===== src/rtl/fetch_pkg.sv =====
package fetch_pkg;

    typedef logic [63:0] pc_t;    // instruction address
    typedef logic [31:0] inst_t;  // one instruction word

    localparam pc_t RESET_PC = 64'h0000_0000_8000_0000;
    localparam pc_t PC_STEP  = 64'd4;  // no compressed instructions

    // control-flow inputs for one cycle, usually from a later stage
    typedef struct packed {
        logic jal;       // jump taken
        logic branch;    // branch resolved
        logic cmp_zero;  // compare result zero, branch taken
        logic jalr;      // register jump
        logic trap;      // trap raised
        pc_t  exec_pc;   // pc of the redirecting instruction
        pc_t  imm;
        pc_t  rs1_data;
        pc_t  trap_vec;
    } redirect_t;

endpackage


===== src/rtl/mem_bus_pkg.sv =====
package mem_bus_pkg;

    import fetch_pkg::*;

    typedef logic [63:0] bus_data_t;
    typedef logic [2:0]  lat_t;  // latency count, up to 4

    // request channel, fetch side drives it
    typedef struct packed {
        logic valid;
        pc_t  addr;
    } mem_req_t;

    // response channel, memory side drives it
    typedef struct packed {
        logic      valid;
        bus_data_t data;  // instruction in the low word
    } mem_rsp_t;

    // stored word is the word index xor this pattern
    localparam inst_t MEM_PATTERN = 32'h5A5A_0000;

    // full latency adds addr[3:2] on top of this
    localparam lat_t MEM_BASE_LAT = 3'd1;

endpackage


===== src/rtl/fetch_ctrl.sv =====
`timescale 1ns/1ps

module fetch_ctrl import fetch_pkg::*, mem_bus_pkg::*; (
    input  logic     clk,
    input  logic     rst_n_i,
    input  pc_t      pc_i,
    output mem_req_t mem_req_o,
    input  logic     req_ready_i,
    input  mem_rsp_t mem_rsp_i,
    output logic     rsp_ready_o,
    output logic     advance_o,
    output logic     inst_valid_o,
    output inst_t    inst_o,
    output pc_t      pc_o
);

    typedef enum logic [1:0] {
        IDLE,
        REQ,
        WAIT
    } fetch_state_e;

    fetch_state_e state_q;
    fetch_state_e state_d;

    pc_t   addr_q;        // address of the request in flight
    logic  req_hold_q;    // request seen but not yet taken
    logic  req_fire;
    logic  rsp_fire;
    logic  pc_match;
    inst_t inst_q;
    pc_t   pc_q;
    logic  inst_valid_q;

    // live pc on the first request cycle, latched copy while held
    assign mem_req_o.valid = (state_q == REQ);
    assign mem_req_o.addr  = req_hold_q ? addr_q : pc_i;
    assign rsp_ready_o     = (state_q == WAIT);

    assign req_fire = mem_req_o.valid && req_ready_i;
    assign rsp_fire = mem_rsp_i.valid && rsp_ready_o;
    assign pc_match = (addr_q == pc_i);  // a redirect since issue makes this stale

    assign advance_o = rsp_fire && pc_match;

    always_comb begin
        state_d = state_q;
        case (state_q)
            IDLE:    state_d = REQ;
            REQ:     if (req_fire) state_d = WAIT;
            WAIT:    if (rsp_fire) state_d = REQ;  // matched or dropped
            default: state_d = IDLE;
        endcase
    end

    always_ff @(posedge clk or negedge rst_n_i) begin
        if (!rst_n_i) begin
            state_q      <= IDLE;
            req_hold_q   <= 1'b0;
            inst_valid_q <= 1'b0;
        end else begin
            state_q      <= state_d;
            req_hold_q   <= mem_req_o.valid && !req_ready_i;
            inst_valid_q <= advance_o;  // one cycle strobe
        end
    end

    always_ff @(posedge clk) begin
        if (mem_req_o.valid && !req_hold_q) begin
            addr_q <= pc_i;  // latch on issue
        end
        if (advance_o) begin
            inst_q <= mem_rsp_i.data[31:0];
            pc_q   <= addr_q;
        end
    end

    assign inst_valid_o = inst_valid_q;
    assign inst_o       = inst_q;
    assign pc_o         = pc_q;

    req_addr_stable_a: assert property (
        @(posedge clk) disable iff (!rst_n_i)
        (mem_req_o.valid && !req_ready_i) |=> (mem_req_o.addr == $past(mem_req_o.addr))
    ) else $error("request address moved before acceptance");

    // each fetch needs a fresh request and response between strobes
    strobe_single_a: assert property (
        @(posedge clk) disable iff (!rst_n_i)
        inst_valid_o |=> !inst_valid_o
    ) else $error("inst_valid_o high for two cycles");

endmodule


===== src/rtl/fetch_top.sv =====
`timescale 1ns/1ps

module fetch_top import fetch_pkg::*, mem_bus_pkg::*; (
    input  logic      clk,
    input  logic      rst_n_i,
    input  redirect_t redirect_i,
    input  logic      stall_i,
    output logic      inst_valid_o,
    output inst_t     inst_o,
    output pc_t       pc_o
);

    pc_t      pc;
    logic     advance;
    mem_req_t mem_req;
    mem_rsp_t mem_rsp;
    logic     req_ready;
    logic     rsp_ready;

    next_pc_sel u_next_pc_sel (
        .clk        (clk),
        .rst_n_i    (rst_n_i),
        .redirect_i (redirect_i),
        .stall_i    (stall_i),
        .advance_i  (advance),
        .pc_o       (pc)
    );

    fetch_ctrl u_fetch_ctrl (
        .clk          (clk),
        .rst_n_i      (rst_n_i),
        .pc_i         (pc),
        .mem_req_o    (mem_req),
        .req_ready_i  (req_ready),
        .mem_rsp_i    (mem_rsp),
        .rsp_ready_o  (rsp_ready),
        .advance_o    (advance),
        .inst_valid_o (inst_valid_o),
        .inst_o       (inst_o),
        .pc_o         (pc_o)
    );

    inst_mem u_inst_mem (
        .clk         (clk),
        .rst_n_i     (rst_n_i),
        .mem_req_i   (mem_req),
        .req_ready_o (req_ready),
        .mem_rsp_o   (mem_rsp),
        .rsp_ready_i (rsp_ready)
    );

endmodule


===== src/rtl/inst_mem.sv =====
`timescale 1ns/1ps

module inst_mem import fetch_pkg::*, mem_bus_pkg::*; (
    input  logic     clk,
    input  logic     rst_n_i,
    input  mem_req_t mem_req_i,
    output logic     req_ready_o,
    output mem_rsp_t mem_rsp_o,
    input  logic     rsp_ready_i
);

    logic  busy_q;   // one request in progress
    lat_t  cnt_q;    // cycles left before the response
    pc_t   addr_q;
    inst_t word;
    logic  req_fire;
    logic  rsp_fire;

    assign req_ready_o = !busy_q;
    assign req_fire    = mem_req_i.valid && req_ready_o;
    assign rsp_fire    = mem_rsp_o.valid && rsp_ready_i;

    // pattern memory, no storage needed
    assign word = addr_q[33:2] ^ MEM_PATTERN;

    // held until the handshake since addr_q does not move
    assign mem_rsp_o.valid = busy_q && (cnt_q == '0);
    assign mem_rsp_o.data  = {32'h0, word};

    always_ff @(posedge clk or negedge rst_n_i) begin
        if (!rst_n_i) begin
            busy_q <= 1'b0;
            cnt_q  <= '0;
        end else if (req_fire) begin
            busy_q <= 1'b1;
            cnt_q  <= MEM_BASE_LAT + lat_t'(mem_req_i.addr[3:2]);  // 1 to 4 cycles
        end else if (rsp_fire) begin
            busy_q <= 1'b0;
        end else if (busy_q && cnt_q != '0) begin
            cnt_q <= cnt_q - 1'b1;
        end
    end

    always_ff @(posedge clk) begin
        if (req_fire) begin
            addr_q <= mem_req_i.addr;
        end
    end

    // a new request must never overlap a pending response
    rsp_req_overlap_a: assert property (
        @(posedge clk) disable iff (!rst_n_i)
        mem_req_i.valid |-> !mem_rsp_o.valid
    ) else $error("request offered while a response is pending");

endmodule


===== src/rtl/next_pc_sel.sv =====
`timescale 1ns/1ps

module next_pc_sel import fetch_pkg::*; (
    input  logic      clk,
    input  logic      rst_n_i,
    input  redirect_t redirect_i,
    input  logic      stall_i,
    input  logic      advance_i,
    output pc_t       pc_o
);

    pc_t  pc_q;
    pc_t  pc_d;
    pc_t  jalr_sum;
    logic branch_taken;

    assign branch_taken = redirect_i.jal || (redirect_i.branch && redirect_i.cmp_zero);
    assign jalr_sum     = redirect_i.rs1_data + redirect_i.imm;

    // fixed priority, a redirect wins over stall and advance
    always_comb begin
        if (branch_taken) begin
            pc_d = redirect_i.exec_pc + redirect_i.imm;
        end else if (redirect_i.jalr) begin
            pc_d = {jalr_sum[63:1], 1'b0};  // lsb cleared for jalr
        end else if (redirect_i.trap) begin
            pc_d = redirect_i.trap_vec;
        end else if (advance_i && !stall_i) begin
            pc_d = pc_q + PC_STEP;
        end else begin
            pc_d = pc_q;  // stalled or fetch still in flight
        end
    end

    always_ff @(posedge clk or negedge rst_n_i) begin
        if (!rst_n_i) begin
            pc_q <= RESET_PC;
        end else begin
            pc_q <= pc_d;
        end
    end

    assign pc_o = pc_q;

    // every source of a new pc must keep it halfword aligned
    pc_aligned_a: assert property (
        @(posedge clk) disable iff (!rst_n_i)
        pc_q[0] == 1'b0
    ) else $error("pc not halfword aligned: %h", pc_q);

endmodule


===== config.mk =====
export PLATFORM = sky130hd
export DESIGN_NAME = fetch_top
export DESIGN_NICKNAME = d
export VERILOG_FILES = /design/src/rtl/fetch_pkg.sv /design/src/rtl/mem_bus_pkg.sv /design/src/rtl/fetch_ctrl.sv /design/src/rtl/fetch_top.sv /design/src/rtl/inst_mem.sv /design/src/rtl/next_pc_sel.sv
export SDC_FILE = /design/constraint.sdc
export NUM_CORES = 1
export LEC_CHECK = 0
export BUFFER_PORTS_ARGS = -buffer_cell sky130_fd_sc_hd__buf_2
export CAP_MARGIN = 15
export CORE_AREA = 3 3 219 221
export CTS_CLUSTER_DIAMETER = 100
export DETAILED_ROUTE_END_ITERATION = 10
export DIE_AREA = 0 0 222 224
export GPL_ROUTABILITY_DRIVEN = 1
export PLACE_DENSITY_LB_ADDON = 0.25
export SLEW_MARGIN = 20
export SYNTH_ARGS = -nofsm -noshare
export SYNTH_HDL_FRONTEND = slang
export SYNTH_SLANG_ARGS = --single-unit

===== constraint.sdc =====
create_clock -name clk -period 4.2 [get_ports clk]
set_input_delay 0.42 -clock clk [delete_from_list [all_inputs] [get_ports clk]]
set_output_delay 0.42 -clock clk [all_outputs]
set_load 0.01 [all_outputs]

# After elaboration in Yosys (flattened, before gate mapping)
# Cells that the tools add are included.
[word_totals] regBits=266 in_bits=264 output_inout_bits=97 elab_cells=56
[classes] add_sub_neg=5 eq_ne=6 muxes=13 bitwise=1 n_reduce_logical=21
[ops] cell="$mux W64" count=4
[ops] cell="$add A64 B64 Y64" count=2
[ops] cell="$add A64 B3 Y64 const B" count=1
[ops] cell="$eq A64 B64 Y1" count=1
[ops] cell="$mux W34" count=1
[ops] cell="$logic_and A1 B1 Y1" count=9
[ops] cell="$mux W3" count=3
[ops] cell="$not A8 Y8" count=1
[ops] cell="$pmux W2 S3" count=1
[ops] cell="$mux W2" count=2
[ops] cell="$ne A2 B2 Y1 const B" count=2
[ops] cell="$reduce_and A2 Y1" count=2
[ops] cell="$reduce_bool A2 Y1" count=2
[ops] cell="$reduce_bool A4 Y1" count=1
[ops] cell="$add A1 B2 Y3 const A" count=1
[ops] cell="$logic_not A1 Y1" count=3
[ops] cell="$logic_not A3 Y1" count=1
[ops] cell="$reduce_bool A3 Y1" count=1
[ops] cell="$sub A3 B1 Y3 const B" count=1
[ops] cell="$eq A2 B1 Y1 const B" count=1
[ops] cell="$eq A2 B2 Y1 const B" count=1
[ops] cell="$logic_not A2 Y1" count=1
[ops] cell="$mux W1" count=2
[ops] cell="$ne A2 B1 Y1 const B" count=1
[ops] cell="$logic_or A1 B1 Y1" count=1

# Depth between registers and ports, before layout
# Gate-level depths: netlist (run 1).
[depth] word_depth=9 ltp_mapped=13 ltp_nobuf=12

# Hierarchy
# Synthesis (run 1) repeated with hierarchy kept, for this count alone.
[hier_totals] hier_cells=2205 area_unflattened_um2=20513.4
[modules_own_cells] module="next_pc_sel" n_inst=1 cells_per_inst=1748 area_each_um2=12388.1 seq_area_each_um2=1602.8
[modules_own_cells] module="fetch_ctrl" n_inst=1 cells_per_inst=333 area_each_um2=6437.4 seq_area_each_um2=4904.7
[modules_own_cells] module="inst_mem" n_inst=1 cells_per_inst=124 area_each_um2=1687.9 seq_area_each_um2=1061.0

# Worst setup path before layout (run 1)
# OpenSTA, ideal clock, no wires.
[synth_path] path_kind="register to register" startpoint="register u_fetch_ctrl.req_hold_q" endpoint="register u_fetch_ctrl.addr_q[0], enable pin" setup_ns=0.486 arrival_ns=3.458 required_time_ns=3.714 setup_slack_ns=0.256 path_stages_with_launch=4 n_path_buf=2 period_less_slack_ns=3.944 path_cell_list="dfrtp_1 > clkbuf_1 > clkbuf_1 > nor2_1"
[synth_between] elab_chain_len=2
[synth_lines] element="start: declaration" line_no="fetch_ctrl.sv:27" rtl="logic req_hold_q;"
[synth_lines] element="start signal: assignment" line_no="fetch_ctrl.sv:63" rtl="req_hold_q <= mem_req_o.valid && !req_ready_i;"
[synth_lines] element="$logic_not A1 Y1" line_no="fetch_ctrl.sv:69" rtl="if (mem_req_o.valid && !req_hold_q) begin"
[synth_lines] element="$logic_and A1 B1 Y1" line_no="fetch_ctrl.sv:69"
[synth_lines] element="end signal: assignment" line_no="fetch_ctrl.sv:70" rtl="addr_q <= pc_i;"
[synth_lines] element="end: declaration" line_no="fetch_ctrl.sv:26" rtl="pc_t addr_q;"
# No other way between the ends.
# A chain may end at the register's enable or synchronous reset.

# Worst setup path after layout (run 1)
[layout_path] startpoint="register u_next_pc_sel.pc_q[28], in the netlist u_next_pc_sel.pc_o[28]" endpoint="register u_next_pc_sel.pc_q[53], in the netlist u_next_pc_sel.pc_o[53]"
[layout_between] elab_chain_len=5 elab_cells_between_ends=9 classes_between="add/sub: 1; eq/ne: 1; mux: 4; reduce/logical: 3"
[layout_lines] element="start: declaration" line_no="next_pc_sel.sv:12" rtl="pc_t pc_q;"
[layout_lines] element="start signal: assignment" line_no="next_pc_sel.sv:39" rtl="pc_q <= pc_d;"
[layout_lines] element="$add A64 B3 Y64" line_no="next_pc_sel.sv:29" rtl="pc_d = pc_q + PC_STEP;"
[layout_lines] element="$mux W64" line_no="next_pc_sel.sv:28" rtl="end else if (advance_i && !stall_i) begin"
[layout_lines] element="$mux W64" line_no="next_pc_sel.sv:26" rtl="end else if (redirect_i.trap) begin"
[layout_lines] element="$mux W64" line_no="next_pc_sel.sv:24" rtl="end else if (redirect_i.jalr) begin"
[layout_lines] element="$mux W64" line_no="next_pc_sel.sv:22" rtl="if (branch_taken) begin"
# Several ways; a longest one is shown, not always the timed one. The select of a mux whose other input is x is not followed.

==> flow_summary.rst, run 1 <==
.. list-table::
   :header-rows: 1

   * - Metric
     - Value
   * - Post-Route Utilization
     - 0.502
   * - Total routing resource utilization after global routing
     - 0.274
   * - Total number of vias
     - 18.7k
   * - Maximum fanout along the worst path
     - 9
   * - HP Start
     - redirect_i[0]
   * - Average footprint of a synthesized cell
     - between 9 and 10 µm²
   * - Power per Cell Area
     - 349 nW/µm²
   * - Width of the die
     - 222 µm
   * - Ports placed on the boundary
     - between 300 and 400
   * - Initial Util
     - 0.436
   * - Sequential Power Share
     - 0.406
   * - Layout-stage area growth over the synthesis result
     - 15.2%
   * - DRT iter0 DRCs
     - ~1.7k
   * - Via count of the first global-routing pass
     - 17.7k
   * - Routed length on met3
     - 5980 µm
   * - Combinational share of power
     - 0.315
   * - Number of max-slew violations in the final report
     - 0
   * - Most frequently used flop master after synthesis
     - sky130_fd_sc_hd__edfxtp_1
   * - Area of the die
     - around 50000 µm²
   * - Antenna violations before repair
     - 0
   * - Detailed-route vias per instance
     - roughly 6
   * - Met1 wire length
     - around 33000 µm
   * - Type of element capturing the critical path
     - flip-flop
   * - Cell area after synthesis
     - between 20000 and 25000 µm²
   * - Leakage power of the design
     - between 9 and 10 nW
   * - Internal Power
     - between 5 and 6 mW
   * - Worst-case setup slack after placement
     - approximately 0.45 ns
   * - Routed WL
     - just over 70000 µm
   * - Post-DP HPWL
     - ~59000 µm
   * - Logic depth of the worst register-to-register path
     - 9
   * - Number of sinks driven by the clock tree
     - approximately 260
   * - Post-CTS setup buffers
     - 0
   * - Core Footprint
     - 46400 µm²
   * - Net Switching
     - between 2 and 3 mW
   * - Switching portion of total power
     - 0.353
   * - TritonCTS clock tree
     - built
   * - CP Launch Type
     - flip-flop
   * - Clk slew on worst S/H paths
     - about 0.07 ns
   * - Adder and majority gate portion of the synthesized area
     - 0.0819
   * - Warnings, synthesis
     - 0
   * - Proportion of synthesized chip area in sequential cells
     - 0.375
   * - End of the worst register-to-register path
     - u_next_pc_sel.pc_o[53]$_DFFE_PN0P_
   * - Synth Register Bits
     - around 260
   * - Number of unique standard cell types used by synthesis
     - 96
   * - Critical R2R Launch
     - u_next_pc_sel.pc_o[28]$_DFFE_PN0P_
   * - Die span in y
     - around 220 µm
   * - Final clock skew
     - 0.0106 ns
   * - Post-synthesis async set-or-reset flop share
     - 0.273
   * - Post-route setup slack
     - between 0.8 and 0.9 ns
   * - Global-route wire length before repair
     - ~110000 µm
   * - Multiplexer fraction of the synthesized cell area
     - 0.0351
   * - Power after layout
     - around 8 mW
   * - Total CTS buffers
     - 26
   * - Gate count after technology mapping
     - between 2k and 2.5k
   * - Area share of xor/xnor cells in the synthesized design
     - 0.0988
   * - Number of max-cap violations
     - 0
   * - Hold EP
     - u_next_pc_sel.pc_o[0]$_DFFE_PN0P_
   * - Nets in the synthesized netlist
     - between 2k and 3k
   * - Length of the first detailed-routing pass in iterations
     - 5
   * - Ratio of final minimum period to clock period
     - 0.790
   * - Class of the most critical hold timing path
     - in2reg
   * - Number of nets in the layout
     - just under 3k
   * - Root buffer cell
     - sky130_fd_sc_hd__clkbuf_16
   * - Met2 routed WL
     - between 30000 and 40000 µm
   * - Number of diodes added for antenna fixing
     - 0
   * - Clock insertion delay at the later pin of the skew report
     - about 0.53 ns
   * - Count of flip-flops with a built-in enable after synthesis
     - 192
   * - Final worst path period need
     - 3.32 ns
   * - Worst Tran Pin Value
     - just under 0.9 ns
   * - Maximum buffer depth of the clock tree
     - 3
   * - Complex-gate fraction of the synthesized area
     - 0.216
   * - Overall overflow remaining after global route
     - 0
   * - Post-DR wirelength/cell
     - 23.1 µm
   * - Area share of and/or/nand/nor cells after synthesis
     - 0.152
   * - Category of the most critical setup path
     - reg2reg
   * - Share of total power in the clock network
     - 0.279
   * - Largest family of logic cells by synthesized area
     - compound AO/OA/AOI/OAI gates
   * - Register-to-register setup slack
     - roughly 0.9 ns
   * - Highest achievable clock rate
     - between 300 and 400 MHz
   * - Fill count
     - 4353
   * - Uppermost routed layer
     - met4
   * - Quantity of I/O buffers inserted on ports
     - 360
   * - Number of DRC violations after detailed routing
     - 0
   * - Required time at the endpoint of the critical path
     - between 4 and 5 ns
   * - Pin count of the biggest net entering global routing
     - 73
   * - Total negative slack
     - 0 ns
   * - Maximum vdd ir drop
     - ~0.33 mV
   * - Outcome
     - finished, final reports clean
   * - Count of H-tree levels built during CTS
     - 1
   * - Fraction of layout cells with a size suffix above 1
     - 0.208
   * - Count of endpoints failing setup in the final report
     - 0
   * - Arrival time of data at the critical path endpoint
     - about 3.8 ns
   * - RSZ-0062 raised after global routing
     - no
   * - Number of antenna-violating nets in the routed design
     - 0
   * - Worst hold stages
     - 3
   * - Remaining max-slew budget at the tightest pin
     - 0.420
   * - Final hold violations
     - 0
   * - Cell row count
     - 79
   * - GPL Wtd Cong
     - approximately 0.94
==> per-layer routing <==
layer  track usage  up-vias
li1              -     8737
met1         0.415     8979
met3        0.0379       86
met5             0        -
met2         0.416      878
met4        0.0654        0
==> layout make-up <==
type / instances / area (µm²) / area share
repair buffers: 393 / 2070 / 0.0889
well taps: 607 / 759 / 0.0326
clock buffers: 29 / 683 / 0.0293
flip-flops and latches: 264 / 7570 / 0.325
multi-input cells: 1750 / 11800 / 0.509
inverters: 57 / 216 / 0.00930
clock inverters: 16 / 138 / 0.00591
==> synthesized netlist by cell type, drive strengths merged (23+ instances only) <==
cell | instances | area (µm²)
edfxtp | 192 | 5770
o21ai | 148 | 744
xnor2 | 140 | 1230
nand4 | 67 | 432
clkbuf | 86 | 405
inv | 56 | 210
and3 | 28 | 178
nand2 | 184 | 691
buf | 29 | 140
o211ai | 23 | 178
a21oi | 222 | 1120
mux2 | 39 | 439
o21bai | 30 | 225
mux2i | 27 | 270
nor2 | 185 | 694
a211oi | 31 | 248
a31oi | 25 | 169
ha | 129 | 1610
dfrtp | 71 | 1780
nand3 | 53 | 265
xor2 | 88 | 771
nor3 | 37 | 185
a21o | 57 | 432
==> registers in the layout, summed over array words and instances (netlist names) <==
register / flops
u_inst_mem.cnt_q: 3
u_fetch_ctrl.addr_q: 64
u_fetch_ctrl.state_q: 2
u_inst_mem.addr_q: 32
u_fetch_ctrl.req_hold_q: 1
u_fetch_ctrl.inst_o: 32
u_next_pc_sel.pc_o: 64
u_fetch_ctrl.pc_o: 64
u_fetch_ctrl.inst_valid_o: 1
u_inst_mem.busy_q: 1
==> how the worst max path moves through the flow <==
stage | depth (start not counted) | slack (ns) | endpoint | startpoint
6_report | 9 | 0.88 | u_next_pc_sel.pc_o[53]$_DFFE_PN0P_ | u_next_pc_sel.pc_o[28]$_DFFE_PN0P_
5_1_grt | 11 | 0.66 | u_next_pc_sel.pc_o[42]$_DFFE_PN0P_ | u_next_pc_sel.pc_o[3]$_DFFE_PN0P_
4_1_cts | 10 | 0.93 | u_next_pc_sel.pc_o[53]$_DFFE_PN0P_ | u_next_pc_sel.pc_o[4]$_DFFE_PN0P_
3_5_place_dp | 11 | 0.45 | u_next_pc_sel.pc_o[40]$_DFFE_PN0P_ | redirect_i[151]
3_3_place_gp | 11 | 0.48 | u_next_pc_sel.pc_o[48]$_DFFE_PN0P_ | redirect_i[151]
2_1_floorplan | 3 | 0.26 | u_fetch_ctrl.addr_q[0]$_DFFE_PP_ | u_fetch_ctrl.req_hold_q$_DFF_PN0_
==> logic make-up after synthesis <==
logic type / Yosys count
simple gates: 645
fa+ha+maj: 131
flops: 264
buf+inv: 176
mux: 66
xor+xnor: 228
compound gates: 680
==> power by group through the flow <==
| stage | registers (mW) | logic [mW] | clock network [mW] |
|---|---|---|---|
| floorplan | 3.16 | 1.74 | 0 |
| global placement | 3.33 | 2.48 | 0 |
| detailed placement | 3.34 | 2.49 | 0 |
| CTS | 3.28 | 2.50 | 2.31 |
| global route | 3.32 | 2.77 | 2.40 |
| finish | 3.30 | 2.56 | 2.26 |
==> timing repair <==
| item | 4_1_cts | 5_1_grt |
|---|---|---|
| hold endpoints to repair | 44 | 0 |
| hold buffers | 1 | 0 |
| resized for setup | 0 | 0 |
==> through the flow <==
step,hold WS (ns),cells,area (µm²)
after floorplan,0.124,2190,20200
after global placement,0.404,3070,22500
after detailed placement,0.405,3070,22500
after CTS,0.260,3116,23300
after global routing,0.292,3116,23300
final,0.287,3116,23300
==> cell usage in the layout (no fill, tap or decap), types with 22 or more instances in the layout <==
| cell type | count |
|---|---|
| sky130_fd_sc_hd__xor2_1 | 88 |
| sky130_fd_sc_hd__clkbuf_16 | 27 |
| sky130_fd_sc_hd__a21o_1 | 53 |
| sky130_fd_sc_hd__o21bai_1 | 30 |
| sky130_fd_sc_hd__nand4_1 | 65 |
| sky130_fd_sc_hd__o211ai_1 | 22 |
| sky130_fd_sc_hd__o21ai_0 | 137 |
| sky130_fd_sc_hd__nand3_1 | 53 |
| sky130_fd_sc_hd__inv_1 | 55 |
| sky130_fd_sc_hd__nor2_1 | 183 |
| sky130_fd_sc_hd__xnor2_1 | 140 |
| sky130_fd_sc_hd__a31oi_1 | 23 |
| sky130_fd_sc_hd__and3_1 | 26 |
| sky130_fd_sc_hd__a211oi_1 | 28 |
| sky130_fd_sc_hd__buf_4 | 33 |
| sky130_fd_sc_hd__mux2i_1 | 27 |
| sky130_fd_sc_hd__edfxtp_1 | 192 |
| sky130_fd_sc_hd__dfrtp_1 | 71 |
| sky130_fd_sc_hd__mux2_2 | 39 |
| sky130_fd_sc_hd__a21oi_1 | 219 |
| sky130_fd_sc_hd__ha_1 | 129 |
| sky130_fd_sc_hd__buf_2 | 358 |
| sky130_fd_sc_hd__nand2_1 | 184 |
| sky130_fd_sc_hd__nor3_1 | 37 |
==> critical path: stages (launching register included) <==
cell and delay [ns]:
sky130_fd_sc_hd__dfrtp_1 0.61, sky130_fd_sc_hd__and4_1 0.35, sky130_fd_sc_hd__nand4_1 0.29, sky130_fd_sc_hd__nor4_4 0.50, sky130_fd_sc_hd__nand2_1 0.19, sky130_fd_sc_hd__nor4_1 0.47
sky130_fd_sc_hd__a21oi_1 0.07, sky130_fd_sc_hd__o21ai_0 0.36, sky130_fd_sc_hd__a222oi_1 0.23, sky130_fd_sc_hd__a21oi_1 0.18
Note: power is estimated with default switching activity, not from simulation.
==> run 2, diff against run 1 <==
Clock period 4.2 ns to 3.05 ns, I/O delays scaled along.
==> run 2 against run 1 <==
  * Sequential power grew 33%
  * Hold slack worse by 0.12 ns
  * First-iteration DRC count rose by 20%
  * Register-to-register slack worse by 0.73 ns
  * Cell count is 12% higher
  * Sequential cell count unchanged
  * Critical path depth grew 4
  * Via count is 7.5% higher
  * Setup slack worse by 0.78 ns
  * Critical endpoint is now u_next_pc_sel.pc_o[48]$_DFFE_PN0P_
  * Largest power group is now combinational logic
==> flow_summary.rst, run 2 (synthesized netlist as in run 1, its figures left out) <==
.. list-table::
   :header-rows: 1

   * - Metric
     - Value
   * - Combinational share of power
     - 0.388 (was 0.315)
   * - Count of H-tree levels built during CTS
     - 1 (unchanged)
   * - Post-DP HPWL
     - 66300 µm (was 58700 µm)
   * - Cell row count
     - 79 (unchanged)
   * - Ratio of final minimum period to clock period
     - 0.967
   * - Leakage power of the design
     - 11.1 nW (was 9.38 nW)
   * - Initial Util
     - 0.436 (unchanged)
   * - Commonest non-fill, non-tap cells in the layout
     - sky130_fd_sc_hd__buf_4, sky130_fd_sc_hd__buf_2, sky130_fd_sc_hd__a21oi_1 (was sky130_fd_sc_hd__buf_2, sky130_fd_sc_hd__a21oi_1, sky130_fd_sc_hd__edfxtp_1)
   * - Dpl cells
     - 3439 (was 3070)
   * - Routed WL
     - 78700 µm (was 71800 µm)
   * - Layout-stage area growth over the synthesis result
     - 29.0% (was 15.2%)
   * - Global-route wire length before repair
     - 117000 µm (was 106000 µm)
   * - Internal Power
     - 7.58 mW (was 5.25 mW)
   * - DRT iter0 DRCs
     - 2012 (was 1672)
   * - Total routing resource utilization after global routing
     - 0.304 (was 0.274)
   * - Via count of the first global-routing pass
     - 19.4k (was 17.7k)
   * - Fraction of layout cells with a size suffix above 1
     - 0.315 (was 0.208)
   * - Root buffer cell
     - sky130_fd_sc_hd__clkbuf_16 (unchanged)
   * - Width of the die
     - 222 µm (unchanged)
   * - Final hold violations
     - 0 (unchanged)
   * - Class of the most critical hold timing path
     - in2reg (unchanged)
   * - Core Footprint
     - 46400 µm² (unchanged)
   * - RSZ-0062 raised after global routing
     - no (unchanged)
   * - Sequential Power Share
     - 0.373 (was 0.406)
   * - Required time at the endpoint of the critical path
     - 3.44 ns (was 4.66 ns)
   * - Maximum vdd ir drop
     - 0.789 mV (was 0.332 mV)
   * - Area of the multi-input gates
     - 11900 µm² (was 11800 µm²)
   * - Highest achievable clock rate
     - 339 MHz
   * - CP Launch Type
     - input port (was flip-flop)
   * - Power per Cell Area
     - 451 nW/µm² (was 349 nW/µm²)
   * - Quantity of I/O buffers inserted on ports
     - 360 (unchanged)
   * - TritonCTS clock tree
     - built (unchanged)
   * - Post-place instance area
     - 25200 µm² (was 22500 µm²)
   * - Share of total power in the clock network
     - 0.239 (was 0.279)
   * - Number of nets in the layout
     - 3253 (was 2887)
   * - GRT met1 Usage
     - 0.475 (was 0.415)
   * - Total number of vias
     - 20.1k (was 18.7k)
   * - Met2 Track Usage GR
     - 0.451 (was 0.416)
   * - Pin count of the biggest net entering global routing
     - 97 (was 73)
   * - Reg area
     - 7570 µm² (about the same)
   * - Number of max-slew violations in the final report
     - 0 (unchanged)
   * - Number of sinks driven by the clock tree
     - 264 (unchanged)
   * - Outcome
     - finished, final reports clean (unchanged)
   * - Maximum fanout along the worst path
     - 3 (was 9)
   * - Ports placed on the boundary
     - 361 (unchanged)
   * - Post-DR wirelength/cell
     - 22.6 µm (was 23.1 µm)
   * - Final worst path period need
     - 2.95 ns
   * - Number of DRC violations after detailed routing
     - 0 (unchanged)
   * - Clock insertion delay at the later pin of the skew report
     - 0.53 ns (about the same)
   * - Total negative slack
     - 0 ns (unchanged)
   * - Power after layout
     - 11.8 mW (was 8.12 mW)
   * - Die span in y
     - 224 µm (unchanged)
   * - GPL Wtd Cong
     - 0.997 (was 0.938)
   * - Fill count
     - 4242 (was 4353)
   * - Final Instance Area
     - 26100 µm² (was 23300 µm²)
   * - Clk slew on worst S/H paths
     - 0.07 ns (about the same)
   * - Met3 routing resource usage after global routing
     - 0.0313 (was 0.0379)
   * - Detailed-route vias per instance
     - 5.76 (was 5.99)
   * - Antenna violations before repair
     - 2 (was 0)
   * - Number of antenna-violating nets in the routed design
     - 0 (unchanged)
   * - Category of the most critical setup path
     - in2reg (was reg2reg)
   * - Count of endpoints failing setup in the final report
     - 0 (unchanged)
   * - Switching portion of total power
     - 0.355 (was 0.353)
   * - Type of element capturing the critical path
     - flip-flop (unchanged)
   * - Worst Tran Pin Value
     - 0.985 ns (was 0.868 ns)
   * - Number of max-cap violations
     - 0 (unchanged)
   * - Net Switching
     - 4.17 mW (was 2.87 mW)
   * - Overall overflow remaining after global route
     - 0 (unchanged)
   * - Maximum buffer depth of the clock tree
     - 3 (unchanged)
   * - Arrival time of data at the critical path endpoint
     - 3.34 ns (was 3.78 ns)
   * - Final non-filler cell total
     - 3483 (was 3116)
   * - Remaining max-slew budget at the tightest pin
     - 0.343 (was 0.420)
   * - Length of the first detailed-routing pass in iterations
     - 6 (was 5)
   * - Final clock skew
     - 0.0181 ns (was 0.0106 ns)
   * - Total CTS buffers
     - 23 (was 26)
   * - GRT Max-Usage Layer
     - met1 (was met2)
   * - Final worst hold slack
     - 0.164 ns (was 0.287 ns)
   * - Area of the die
     - 49700 µm² (unchanged)
   * - Most common library cell in the layout ignoring fill and taps
     - sky130_fd_sc_hd__buf_4 (was sky130_fd_sc_hd__buf_2)
## run 2: critical path, cell delays in order
cell,delay (ns)
sky130_fd_sc_hd__buf_2,0.12
sky130_fd_sc_hd__ha_1,0.22
sky130_fd_sc_hd__fa_1,0.40
sky130_fd_sc_hd__a21oi_1,0.21
sky130_fd_sc_hd__o22ai_1,0.16
sky130_fd_sc_hd__o31ai_2,0.29
sky130_fd_sc_hd__buf_4,0.19
sky130_fd_sc_hd__a211oi_2,0.10
sky130_fd_sc_hd__o211ai_1,0.29
sky130_fd_sc_hd__o211ai_1,0.25
sky130_fd_sc_hd__a221oi_2,0.31
sky130_fd_sc_hd__xor2_1,0.39
sky130_fd_sc_hd__o21ai_1,0.11
## run 2: routing by layer
| layer | wire length (µm) | share of wire |
|---|---|---|
| met1 | 37300 | 0.47 |
| met2 | 33000 | 0.42 |
| met3 | 6420 | 0.082 |
| met4 | 1870 | 0.024 |
| met5 | 0 | 0 |
## run 2: power by group through the flow
stage	Combinational [mW]	Sequential, mW	Clock [mW]
floorplan	2.40	4.35	0
global placement	4.40	4.43	0
detailed placement	4.42	4.45	0
CTS	4.45	4.37	2.86
global route	4.90	4.41	2.97
finish	4.56	4.38	2.81
## run 2: final timing paths
check	cells after the start	endpoint	start	slack, ns
hold reg to reg	0	u_fetch_ctrl.inst_o[26]$_DFFE_PN_	u_inst_mem.addr_q[28]$_DFFE_PP_	0.42
min in group asynchronous	2	u_next_pc_sel.pc_o[4]$_DFFE_PN0P_	rst_n_i	0.28
setup / recovery	13	u_next_pc_sel.pc_o[48]$_DFFE_PN0P_	redirect_i[128]	0.10
setup reg to reg	11	u_next_pc_sel.pc_o[55]$_DFFE_PN0P_	u_next_pc_sel.pc_o[31]$_DFFE_PN1P_	0.15
max in group asynchronous	3	u_next_pc_sel.pc_o[31]$_DFFE_PN1P_	rst_n_i	1.95
hold / removal	3	u_next_pc_sel.pc_o[0]$_DFFE_PN0P_	redirect_i[0]	0.16
## run 2: layout make-up
| type | count | share of cell area |
|---|---|---|
| timing repair buffer | 762 | 0.187 |
| tap | 607 | 0.0291 |
| inverter | 57 | 0.00840 |
| sequential | 264 | 0.291 |
| clock buffer | 31 | 0.0244 |
| antenna | 1 | 0.0000960 |
| multi-input combinational | 1750 | 0.458 |
| clock inverter | 11 | 0.00303 |
## run 2: repair_timing
| item | in CTS | in global routing |
|---|---|---|
| buffers inserted | 0 | 0 |
| resized for setup | 1 | 20 |
| endpoints found under the hold margin | 27 | 0 |
| pin swaps | 0 | 2 |
| hold buffers | 1 | 0 |
| setup endpoints to repair | 4 | 19 |
## run 2: through the flow
stage / utilization / setup slack, ns
after floorplan: - / 0.115
after global placement: 0.545 / -0.453
after detailed placement: 0.545 / -0.447
after CTS: 0.560 / 0.0820
after global routing: 0.562 / 0.00388
final: 0.562 / 0.101
